`config.mk`:
```
export PLATFORM = sky130hd
export DESIGN_NAME = i2c_eeprom_master
export DESIGN_NICKNAME = d
export VERILOG_FILES = /design/src/verilog/i2c_pkg.sv /design/src/verilog/i2c_bit_shifter.sv /design/src/verilog/i2c_data_regs.sv /design/src/verilog/i2c_eeprom_master.sv /design/src/verilog/i2c_seq_fsm.sv /design/src/verilog/scl_timer.sv
export VERILOG_INCLUDE_DIRS = /design/src /design/src/include
export SDC_FILE = /design/constraint.sdc
export NUM_CORES = 1
export LEC_CHECK = 0
export BUFFER_PORTS_ARGS = -buffer_cell sky130_fd_sc_hd__clkbuf_2
export CAP_MARGIN = 30
export CORE_MARGIN = 1
export CORE_UTILIZATION = 50
export CTS_BUF_LIST = sky130_fd_sc_hd__clkbuf_16
export CTS_CLUSTER_SIZE = 12
export DETAILED_ROUTE_END_ITERATION = 8
export GPL_TIMING_DRIVEN = 0
export PLACE_DENSITY = 0.81
export SLEW_MARGIN = 0
export SYNTH_ARGS = -nofsm -noshare
export SYNTH_HDL_FRONTEND = slang
export SYNTH_SLANG_ARGS = --single-unit
```
`constraint.sdc`:
```
create_clock -name clk -period 3.99 [get_ports clk]
set_input_delay 0.798 -clock clk [delete_from_list [all_inputs] [get_ports clk]]
set_output_delay 0.798 -clock clk [all_outputs]
set_load 0.02 [all_outputs]
```
`src/include/i2c_cfg.svh`:
```
// half period must be even and at least 4 cycles; page size is tied to the 32-bit data word
`ifndef I2C_CFG_SVH
`define I2C_CFG_SVH

// clk cycles per scl half period
// 12 gives scl = clk / 24
`define I2C_HALF_CYCLES 12

// divider counter width, must hold I2C_HALF_CYCLES - 1
`define I2C_CNT_W 5

// bytes moved by a page write or a sequential read
`define I2C_PAGE_BYTES 4

`endif

```
`src/verilog/i2c_pkg.sv`:
```
// shared bus types; byte and word widths are fixed, the phase enum must stay within 4 bits
package i2c_pkg;

	typedef enum logic {
		op_write = 1'b0,
		op_read  = 1'b1
	} i2c_op_t;

	typedef logic [7:0]  i2c_byte_t;
	typedef logic [31:0] i2c_word_t;  // byte k sits in bits 8k+7 down to 8k
	typedef logic [1:0]  byte_idx_t;

	typedef enum logic [3:0] {
		ph_idle,
		ph_start,
		ph_dev_w,
		ph_word_addr,
		ph_wr_data,
		ph_rd_data,
		ph_ack_in,
		ph_ack_out,
		ph_rstart,
		ph_dev_r,
		ph_stop
	} i2c_phase_t;

endpackage

```
`src/verilog/i2c_bit_shifter.sv`:
```
// msb first; only pulls sda low or releases it, the bus high level comes from the pull-up
`timescale 1ns/10ps

module i2c_bit_shifter import i2c_pkg::*; (
	input  logic      clk,
	input  logic      n_rst,
	input  logic      load_i,
	input  i2c_byte_t tx_byte_i,
	input  logic      dir_rx_i,
	input  logic      force_low_i,
	input  logic      release_i,
	input  logic      scl_i,
	input  logic      mid_tick_i,
	input  logic      end_tick_i,
	input  logic      sda_i,
	output logic      sda_t_o,
	output i2c_byte_t rx_byte_o,
	output logic      byte_done_o,
	output logic      ack_seen_o
);
	i2c_byte_t  shift_q;  // tx bits leave at the top, rx bits enter at the bottom
	logic [2:0] bit_q;
	logic       sda_t_q;
	logic       ack_q;

	always_ff @(posedge clk) begin
		if (load_i)
			shift_q <= tx_byte_i;
		else if (mid_tick_i && scl_i)
			shift_q <= {shift_q[6:0], sda_i};  // sample at mid-high
	end

	always_ff @(posedge clk or negedge n_rst) begin
		if (!n_rst) begin
			sda_t_q <= 1'b1;
			bit_q   <= '0;
			ack_q   <= 1'b0;
		end else begin
			if (force_low_i)
				sda_t_q <= 1'b0;
			else if (release_i)
				sda_t_q <= 1'b1;
			else if (mid_tick_i && !scl_i)
				sda_t_q <= dir_rx_i | shift_q[7];  // stays released while receiving

			// one bit ends at each scl fall
			if (load_i)
				bit_q <= '0;
			else if (end_tick_i && scl_i)
				bit_q <= bit_q + 3'd1;

			if (mid_tick_i && scl_i)
				ack_q <= ~sda_i;  // low on the bus means ack
		end
	end

	assign sda_t_o     = sda_t_q;
	assign rx_byte_o   = shift_q;
	assign byte_done_o = end_tick_i && scl_i && (bit_q == 3'd7);
	assign ack_seen_o  = ack_q;

	// data moves only in the low half, start, stop and repeated start come from the fsm
	assert property (@(posedge clk) disable iff (!n_rst)
		(scl_i && $past(scl_i) && (sda_t_o != $past(sda_t_o)))
		|-> $past(force_low_i || release_i));

endmodule

```
`src/verilog/i2c_data_regs.sv`:
```
// request is frozen at start; read bytes not covered by a read keep their previous value
`timescale 1ns/10ps

module i2c_data_regs import i2c_pkg::*; (
	input  logic       clk,
	input  logic       n_rst,
	input  logic       capture_i,
	input  logic [6:0] dev_addr_i,
	input  i2c_byte_t  word_addr_i,
	input  i2c_op_t    op_i,
	input  i2c_word_t  wdata_i,
	input  i2c_phase_t phase_i,
	input  byte_idx_t  byte_idx_i,
	input  logic       rx_store_i,
	input  i2c_byte_t  rx_byte_i,
	input  logic       idle_i,
	output i2c_byte_t  tx_byte_o,
	output i2c_word_t  rdata_o
);
	logic [6:0] dev_q;
	i2c_byte_t  waddr_q;
	i2c_word_t  wdata_q;
	i2c_op_t    op_q;
	i2c_word_t  asm_q;   // read bytes land here as they arrive
	i2c_word_t  hold_q;  // shown while a transaction runs

	always_ff @(posedge clk) begin
		if (capture_i) begin
			dev_q   <= dev_addr_i;
			waddr_q <= word_addr_i;
			wdata_q <= wdata_i;
		end
	end

	always_ff @(posedge clk or negedge n_rst) begin
		if (!n_rst) begin
			op_q   <= op_write;
			asm_q  <= '0;
			hold_q <= '0;
		end else begin
			if (capture_i)
				op_q <= op_i;
			if (rx_store_i && (op_q == op_read))
				asm_q[{byte_idx_i, 3'b000} +: 8] <= rx_byte_i;
			if (idle_i)
				hold_q <= asm_q;
		end
	end

	always_comb begin
		case (phase_i)
			ph_dev_w:     tx_byte_o = {dev_q, 1'b0};
			ph_dev_r:     tx_byte_o = {dev_q, 1'b1};  // second device byte carries the read bit
			ph_word_addr: tx_byte_o = waddr_q;
			default:      tx_byte_o = wdata_q[{byte_idx_i, 3'b000} +: 8];
		endcase
	end

	// new word appears in the same cycle the fsm is back in idle
	assign rdata_o = idle_i ? asm_q : hold_q;

endmodule

```
`src/verilog/i2c_eeprom_master.sv`:
```
// single master, no clock stretching; sda_o is tied low and sda_t_o high releases the line
`timescale 1ns/10ps

module i2c_eeprom_master import i2c_pkg::*; (
	input  logic       clk,
	input  logic       n_rst,
	input  logic       start_i,
	input  i2c_op_t    op_i,
	input  logic       page_i,
	input  logic [6:0] dev_addr_i,
	input  i2c_byte_t  word_addr_i,
	input  i2c_word_t  wdata_i,
	input  logic       sda_i,
	output logic       scl_o,
	output logic       sda_o,
	output logic       sda_t_o,
	output i2c_word_t  rdata_o,
	output logic       idle_o
);
	logic       run;
	logic       mid_tick;
	logic       end_tick;
	logic       load;
	logic       dir_rx;
	logic       force_low;
	logic       sda_release;
	logic       byte_done;
	logic       ack_seen;
	logic       capture;
	logic       rx_store;
	byte_idx_t  byte_idx;
	i2c_phase_t phase;
	i2c_byte_t  tx_byte;
	i2c_byte_t  rx_byte;

	assign sda_o = 1'b0;  // open drain

	i2c_seq_fsm u_seq_fsm (
		.clk         (clk),
		.n_rst       (n_rst),
		.start_i     (start_i),
		.op_i        (op_i),
		.page_i      (page_i),
		.mid_tick_i  (mid_tick),
		.end_tick_i  (end_tick),
		.scl_i       (scl_o),
		.byte_done_i (byte_done),
		.ack_seen_i  (ack_seen),
		.run_o       (run),
		.load_o      (load),
		.dir_rx_o    (dir_rx),
		.force_low_o (force_low),
		.release_o   (sda_release),
		.byte_idx_o  (byte_idx),
		.phase_o     (phase),
		.capture_o   (capture),
		.rx_store_o  (rx_store),
		.idle_o      (idle_o)
	);

	scl_timer u_scl_timer (
		.clk        (clk),
		.n_rst      (n_rst),
		.run_i      (run),
		.scl_o      (scl_o),
		.mid_tick_o (mid_tick),
		.end_tick_o (end_tick)
	);

	i2c_bit_shifter u_bit_shifter (
		.clk         (clk),
		.n_rst       (n_rst),
		.load_i      (load),
		.tx_byte_i   (tx_byte),
		.dir_rx_i    (dir_rx),
		.force_low_i (force_low),
		.release_i   (sda_release),
		.scl_i       (scl_o),
		.mid_tick_i  (mid_tick),
		.end_tick_i  (end_tick),
		.sda_i       (sda_i),
		.sda_t_o     (sda_t_o),
		.rx_byte_o   (rx_byte),
		.byte_done_o (byte_done),
		.ack_seen_o  (ack_seen)
	);

	i2c_data_regs u_data_regs (
		.clk         (clk),
		.n_rst       (n_rst),
		.capture_i   (capture),
		.dev_addr_i  (dev_addr_i),
		.word_addr_i (word_addr_i),
		.op_i        (op_i),
		.wdata_i     (wdata_i),
		.phase_i     (phase),
		.byte_idx_i  (byte_idx),
		.rx_store_i  (rx_store),
		.rx_byte_i   (rx_byte),
		.idle_i      (idle_o),
		.tx_byte_o   (tx_byte),
		.rdata_o     (rdata_o)
	);

endmodule

```
`src/verilog/i2c_seq_fsm.sv`:
```
// waits forever for a slave acknowledge; a start pulse is taken only in idle, never queued
`timescale 1ns/10ps
`include "i2c_cfg.svh"

module i2c_seq_fsm import i2c_pkg::*; (
	input  logic       clk,
	input  logic       n_rst,
	input  logic       start_i,
	input  i2c_op_t    op_i,
	input  logic       page_i,
	input  logic       mid_tick_i,
	input  logic       end_tick_i,
	input  logic       scl_i,
	input  logic       byte_done_i,
	input  logic       ack_seen_i,
	output logic       run_o,
	output logic       load_o,
	output logic       dir_rx_o,
	output logic       force_low_o,
	output logic       release_o,
	output byte_idx_t  byte_idx_o,
	output i2c_phase_t phase_o,
	output logic       capture_o,
	output logic       rx_store_o,
	output logic       idle_o
);
	i2c_phase_t state_q;
	i2c_phase_t state_d;
	i2c_phase_t prev_q;  // last byte phase, decides where an ack leads
	byte_idx_t  cnt_q;
	logic       cnt_inc;
	i2c_op_t    op_q;
	logic       page_q;
	logic       load_q;
	logic       stop_q;  // sda went high during the stop bit
	logic       low_mid;
	logic       high_mid;
	logic       scl_fall;
	logic       last_byte;
	logic       accept;

	assign low_mid   = mid_tick_i & ~scl_i;
	assign high_mid  = mid_tick_i & scl_i;
	assign scl_fall  = end_tick_i & scl_i;
	assign accept    = (state_q == ph_idle) & start_i;
	assign last_byte = ~page_q | (cnt_q == byte_idx_t'(`I2C_PAGE_BYTES - 1));

	always_comb begin
		state_d = state_q;
		cnt_inc = 1'b0;
		case (state_q)
			ph_idle:
				if (start_i)
					state_d = ph_start;
			ph_start:
				if (scl_fall)
					state_d = ph_dev_w;  // start hold time is one half period
			ph_dev_w, ph_word_addr, ph_wr_data, ph_dev_r:
				if (byte_done_i)
					state_d = ph_ack_in;
			ph_ack_in:
				if (scl_fall && ack_seen_i) begin
					case (prev_q)
						ph_dev_w:     state_d = ph_word_addr;
						ph_word_addr: state_d = (op_q == op_read) ? ph_rstart : ph_wr_data;
						ph_dev_r:     state_d = ph_rd_data;
						ph_wr_data: begin
							state_d = last_byte ? ph_stop : ph_wr_data;
							cnt_inc = ~last_byte;
						end
						default:      state_d = ph_stop;
					endcase
				end
			ph_rd_data:
				if (byte_done_i)
					state_d = ph_ack_out;
			ph_ack_out:
				if (scl_fall) begin
					state_d = last_byte ? ph_stop : ph_rd_data;
					cnt_inc = ~last_byte;
				end
			ph_rstart:
				if (scl_fall)
					state_d = ph_dev_r;
			ph_stop:
				if (stop_q)
					state_d = ph_idle;
			default: state_d = ph_idle;
		endcase
	end

	always_ff @(posedge clk or negedge n_rst) begin
		if (!n_rst) begin
			state_q <= ph_idle;
			prev_q  <= ph_idle;
			cnt_q   <= '0;
			op_q    <= op_write;
			page_q  <= 1'b0;
			load_q  <= 1'b0;
			stop_q  <= 1'b0;
		end else begin
			state_q <= state_d;
			if (state_q != ph_ack_in)
				prev_q <= state_q;
			if (accept) begin
				op_q   <= op_i;
				page_q <= page_i;
				cnt_q  <= '0;
			end else if (cnt_inc) begin
				cnt_q <= cnt_q + 2'd1;
			end
			// byte phases are always entered from a different phase
			load_q <= (state_d != state_q) &&
				(state_d inside {ph_dev_w, ph_word_addr, ph_wr_data, ph_dev_r, ph_rd_data});
			stop_q <= (state_q == ph_stop) && high_mid;
		end
	end

	assign run_o       = (state_q != ph_idle);
	assign load_o      = load_q;
	assign dir_rx_o    = (state_q == ph_rd_data) || (state_q == ph_ack_in);
	assign force_low_o = accept                             // start condition
		|| ((state_q == ph_ack_out) && low_mid && !last_byte)  // master ack
		|| ((state_q == ph_rstart) && high_mid)
		|| ((state_q == ph_stop) && low_mid);
	assign release_o   = ((state_q == ph_ack_out) && low_mid && last_byte)  // nack
		|| ((state_q == ph_rstart) && low_mid)
		|| ((state_q == ph_stop) && high_mid);
	assign byte_idx_o  = cnt_q;
	assign phase_o     = state_q;
	assign capture_o   = accept;
	assign rx_store_o  = (state_q == ph_rd_data) && byte_done_i;
	assign idle_o      = (state_q == ph_idle);

	// loads come one cycle into a byte phase and stores on its last cycle
	assert property (@(posedge clk) disable iff (!n_rst) !(load_o && rx_store_o));

endmodule

```
`src/verilog/scl_timer.sv`:
```
// scl is driven by the master only with no clock stretching; half period must fit the counter
`timescale 1ns/10ps
`include "i2c_cfg.svh"

module scl_timer (
	input  logic clk,
	input  logic n_rst,
	input  logic run_i,
	output logic scl_o,
	output logic mid_tick_o,
	output logic end_tick_o
);
	typedef logic [`I2C_CNT_W-1:0] cnt_t;

	localparam cnt_t MID_CNT  = cnt_t'(`I2C_HALF_CYCLES / 2 - 1);
	localparam cnt_t LAST_CNT = cnt_t'(`I2C_HALF_CYCLES - 1);

	cnt_t cnt_q;
	logic scl_q;

	assign mid_tick_o = run_i && (cnt_q == MID_CNT);
	assign end_tick_o = run_i && (cnt_q == LAST_CNT);
	assign scl_o      = scl_q;

	always_ff @(posedge clk or negedge n_rst) begin
		if (!n_rst) begin
			cnt_q <= '0;
			scl_q <= 1'b1;  // bus idle level
		end else if (!run_i) begin
			cnt_q <= '0;
			scl_q <= 1'b1;
		end else if (end_tick_o) begin
			cnt_q <= '0;
			scl_q <= ~scl_q;
		end else begin
			cnt_q <= cnt_q + cnt_t'(1);
		end
	end

	// the fsm only stops the timer during a high half, so scl moves only on a tick
	assert property (@(posedge clk) disable iff (!n_rst) $changed(scl_o) |-> $past(end_tick_o));

endmodule
```
==> results.sh <==
export IMPL_numPortBuffers=87
export IMPL_powerDensity_nw_per_um2=421
export IMPL_initialDrtViolationCount=394
export IMPL_root_buffer="clkbuf_16"
export IMPL_syn_nets=649
export IMPL_grtUsageTotal_pct=22.8
export IMPL_ios=89
export IMPL_cpLargestDelayFamily="buffers and inverters"
export IMPL_r2r_end="u_data_regs.asm_q[7]$_DFFE_PN0P_"
export IMPL_areaGrowthSynthToFinish_pct=20.7
export IMPL_cts_tree="yes"
export IMPL_grt_start_max_net_pins=49
export IMPL_clock_sinks=144
export IMPL_die_y_um=114
export IMPL_hpwl_um=9620
export IMPL_reg2reg_slack_ps=1260
export IMPL_synth_xor_area_share_pct=0.562
export IMPL_async_reset_ff_share_pct=61.8
export IMPL_yosys_area_top_type="dfrtp_1"
export IMPL_path_buf_inv=6
export IMPL_tns_ps=0
export IMPL_synth_top_cell_area_share_pct=34.9
export IMPL_critPathCaptureType="output port"
export IMPL_finalSetupViolations=0
export IMPL_core_rowCount=40
export IMPL_final_max_slew_viol_count=0
export IMPL_arrival_ps=2860
export IMPL_drv_cap=0
export IMPL_cp_required_ps=3190
export IMPL_cpMostUsedCell="clkbuf_2"
export IMPL_grt_met2_usage_pct=35.1
export IMPL_use_met3_pct=5.69
export IMPL_grt_pass1_vias=4620
export IMPL_first_pass_iters=5
export IMPL_gp_congestion=0.890
export IMPL_ant_nets=0
export IMPL_synth_avg_cell_area_um2=10.6
export IMPL_synth_edf_count=55
export IMPL_tightest_slew_ps=999
export IMPL_drt_wl_total_um=13400
export IMPL_path_cells="clkbuf_2, or4_1, clkbuf_1, inv_1, clkbuf_2, clkbuf_2, nand2_1, nand2_1, clkbuf_2"
export IMPL_drc=0
export IMPL_synth_cell_type_count=59
export IMPL_ys_ff_latch=144
export IMPL_crit_type="reg -> out"
export IMPL_critPathMaxStageDelay_ps=550
export IMPL_busiest_layer="met2"
export IMPL_finalCritPeriodShare_pct=91.7
export IMPL_drive_gt1_share_pct=21.8
export IMPL_antenna_found_initial=0
export IMPL_yosysSeqAreaShare_pct=62.3
export IMPL_yosys_warnings=0
export IMPL_numCtsBuffers=17
export IMPL_die_area_um2=12900
export IMPL_viasPerCell=5.32
export IMPL_grt_overflow=0
export IMPL_start_kind="register"
export IMPL_h_tree_depth=4
export IMPL_initial_utilization_pct=51.7
export IMPL_grt_pass1_wl_um=22300
export IMPL_clkSlewWorstSetupHoldPaths_ps=60
export IMPL_reg2regPathDepth=10
export IMPL_max_freq_mhz=273
export IMPL_synth_area_leaders="dfrtp_1, edfxtp_1, nand2_1"
export IMPL_final_common_cell="nand2_1"
export IMPL_synth_compound_area_share_pct=9.46
export IMPL_syn_cell_area_um2=6230
export IMPL_outcome="complete, no violations"
export IMPL_finalCriticalPeriod_ps=3660
export IMPL_wl_per_cell_um=15.3
export IMPL_routed_via_count=4659
export IMPL_use_met1_pct=30.5
export IMPL_synth_top_flop_cell="dfrtp_1"
export IMPL_insertion_delay_ps=420
export IMPL_relSlewSlack_pct=32.5
export IMPL_path_max_fanout=10
export IMPL_final_cell_mix="nand2_1, clkbuf_2, dfrtp_1"
export IMPL_fp_dieW_um=114
export IMPL_cp_slowest_cell="or4_1"
export IMPL_final_hold_viol_count=0
export IMPL_yosys_mux_area_fraction_pct=3.76
export IMPL_fin_skew_ps=6.42
export IMPL_yosys_area_share_simple_pct=19.2
export IMPL_cts_buffer_depth=2
export IMPL_p_total_mw=3.17
export IMPL_cts_setup_buffers=0
export IMPL_nets=757
export IMPL_synth_top_family_by_area="simple AND/OR/NAND/NOR gates"
export IMPL_synth_fa_ha_area_share_pct=1.81
export IMPL_n_antenna_cell=0
export IMPL_power_leakage_nw=3.38
export IMPL_synth_cells=587
export IMPL_core_um2=12100
export IMPL_reg2reg_from="u_scl_timer.cnt_q[0]$_DFF_PN0_"
export IMPL_irDropWorstVdd_uv=386
export IMPL_hp_class="in -> async"
export IMPL_rsz0062_at_grt="false"
-- report_power, final --
part | switching, mW | internal [mW]
clock | 0.604 | 0.977
sequential | 0.000943 | 1.54
combinational | 0.0269 | 0.0224
-- flip-flops by register name, summed over array words and instances (netlist names) --
register                  count
u_bit_shifter.ack_seen_o      1
u_bit_shifter.bit_q           3
u_bit_shifter.rx_byte_o       8
u_bit_shifter.sda_t_o         1
u_data_regs.asm_q            32
u_data_regs.dev_q             7
u_data_regs.hold_q           32
u_data_regs.waddr_q           8
u_data_regs.wdata_q          32
u_scl_timer.cnt_q             5
u_scl_timer.scl_o             1
u_seq_fsm.byte_idx_o          2
u_seq_fsm.load_o              1
u_seq_fsm.op_q                1
u_seq_fsm.page_q              1
u_seq_fsm.phase_o             4
u_seq_fsm.prev_q              4
u_seq_fsm.stop_q              1
-- what timing repair did --
item | 4_1_cts | 5_1_grt
hold buffers | 0 | 0
resized for setup | 0 | 4
setup endpoints to repair | 0 | 20
-- cells in the mapped netlist (2+ instances only) --
cell type,count
o31ai_1,2
buf_2,2
nand2b_1,9
buf_4,5
nand4_1,4
xnor2_1,4
a21o_1,2
a21oi_1,27
mux2i_1,2
or4b_2,2
edfxtp_1,55
o21ai_0,46
dfrtp_1,87
or3_1,2
nor2_1,37
mux2_2,3
nor3b_1,2
nand3_1,6
buf_1,4
mux4_2,8
clkbuf_1,17
inv_1,10
nor3_1,6
nand2_1,186
dfstp_2,2
o22ai_1,2
a211oi_1,4
nor2b_1,5
a22oi_1,8
ha_1,9
-- logic make-up after synthesis --
kind of cell	after synthesis
other cells	1
xor+xnor	4
flops	144
fa+ha+maj	9
mux	13
simple gates	274
compound gates	102
buf+inv	40
-- how the worst max path moves through the flow --
stage,from,end,slack [ps],cells past startpoint
3_5_place_dp,u_seq_fsm.phase_o[2]$_DFF_PN0_,rdata_o[9],470,9
6_report,u_seq_fsm.phase_o[2]$_DFF_PN0_,rdata_o[9],330,9
2_1_floorplan,u_seq_fsm.phase_o[2]$_DFF_PN0_,rdata_o[10],1090,8
5_1_grt,u_seq_fsm.phase_o[2]$_DFF_PN0_,rdata_o[18],110,9
3_3_place_gp,u_seq_fsm.phase_o[2]$_DFF_PN0_,rdata_o[13],530,9
4_1_cts,u_seq_fsm.phase_o[2]$_DFF_PN0_,rdata_o[9],5,9
-- metrics by stage --
stage	utilization [%]	worst slack (ps)	hold slack (ps)	std cells	area, um^2
2_1_floorplan	-	1090	450	587	6230
3_3_place_gp	57.0	530	458	842	6880
3_5_place_dp	57.4	474	461	844	6930
4_1_cts	62.3	4.97	407	875	7520
5_1_grt	62.4	106	435	875	7520
6_report	62.4	333	395	875	7520
-- layout make-up --
type | instances | area (um^2)
multi-input cells | 403 | 2170
plain buffers | 30 | 146
flip-flops and latches | 144 | 3880
inverters | 10 | 37.5
clock buffers | 17 | 425
clock inverters | 14 | 168
repair buffers | 89 | 485
well taps | 168 | 210
fillers | 939 | 4540
-- layer usage --
metal,part of all wire [%],wire length [um],vias up
met5,0,0,-
li1,-,-,2235
met3,5.1,687,28
met1,45,6030,2228
met4,2.4,328,0
met2,47,6360,168
Power figures use the tool's default switching activity.
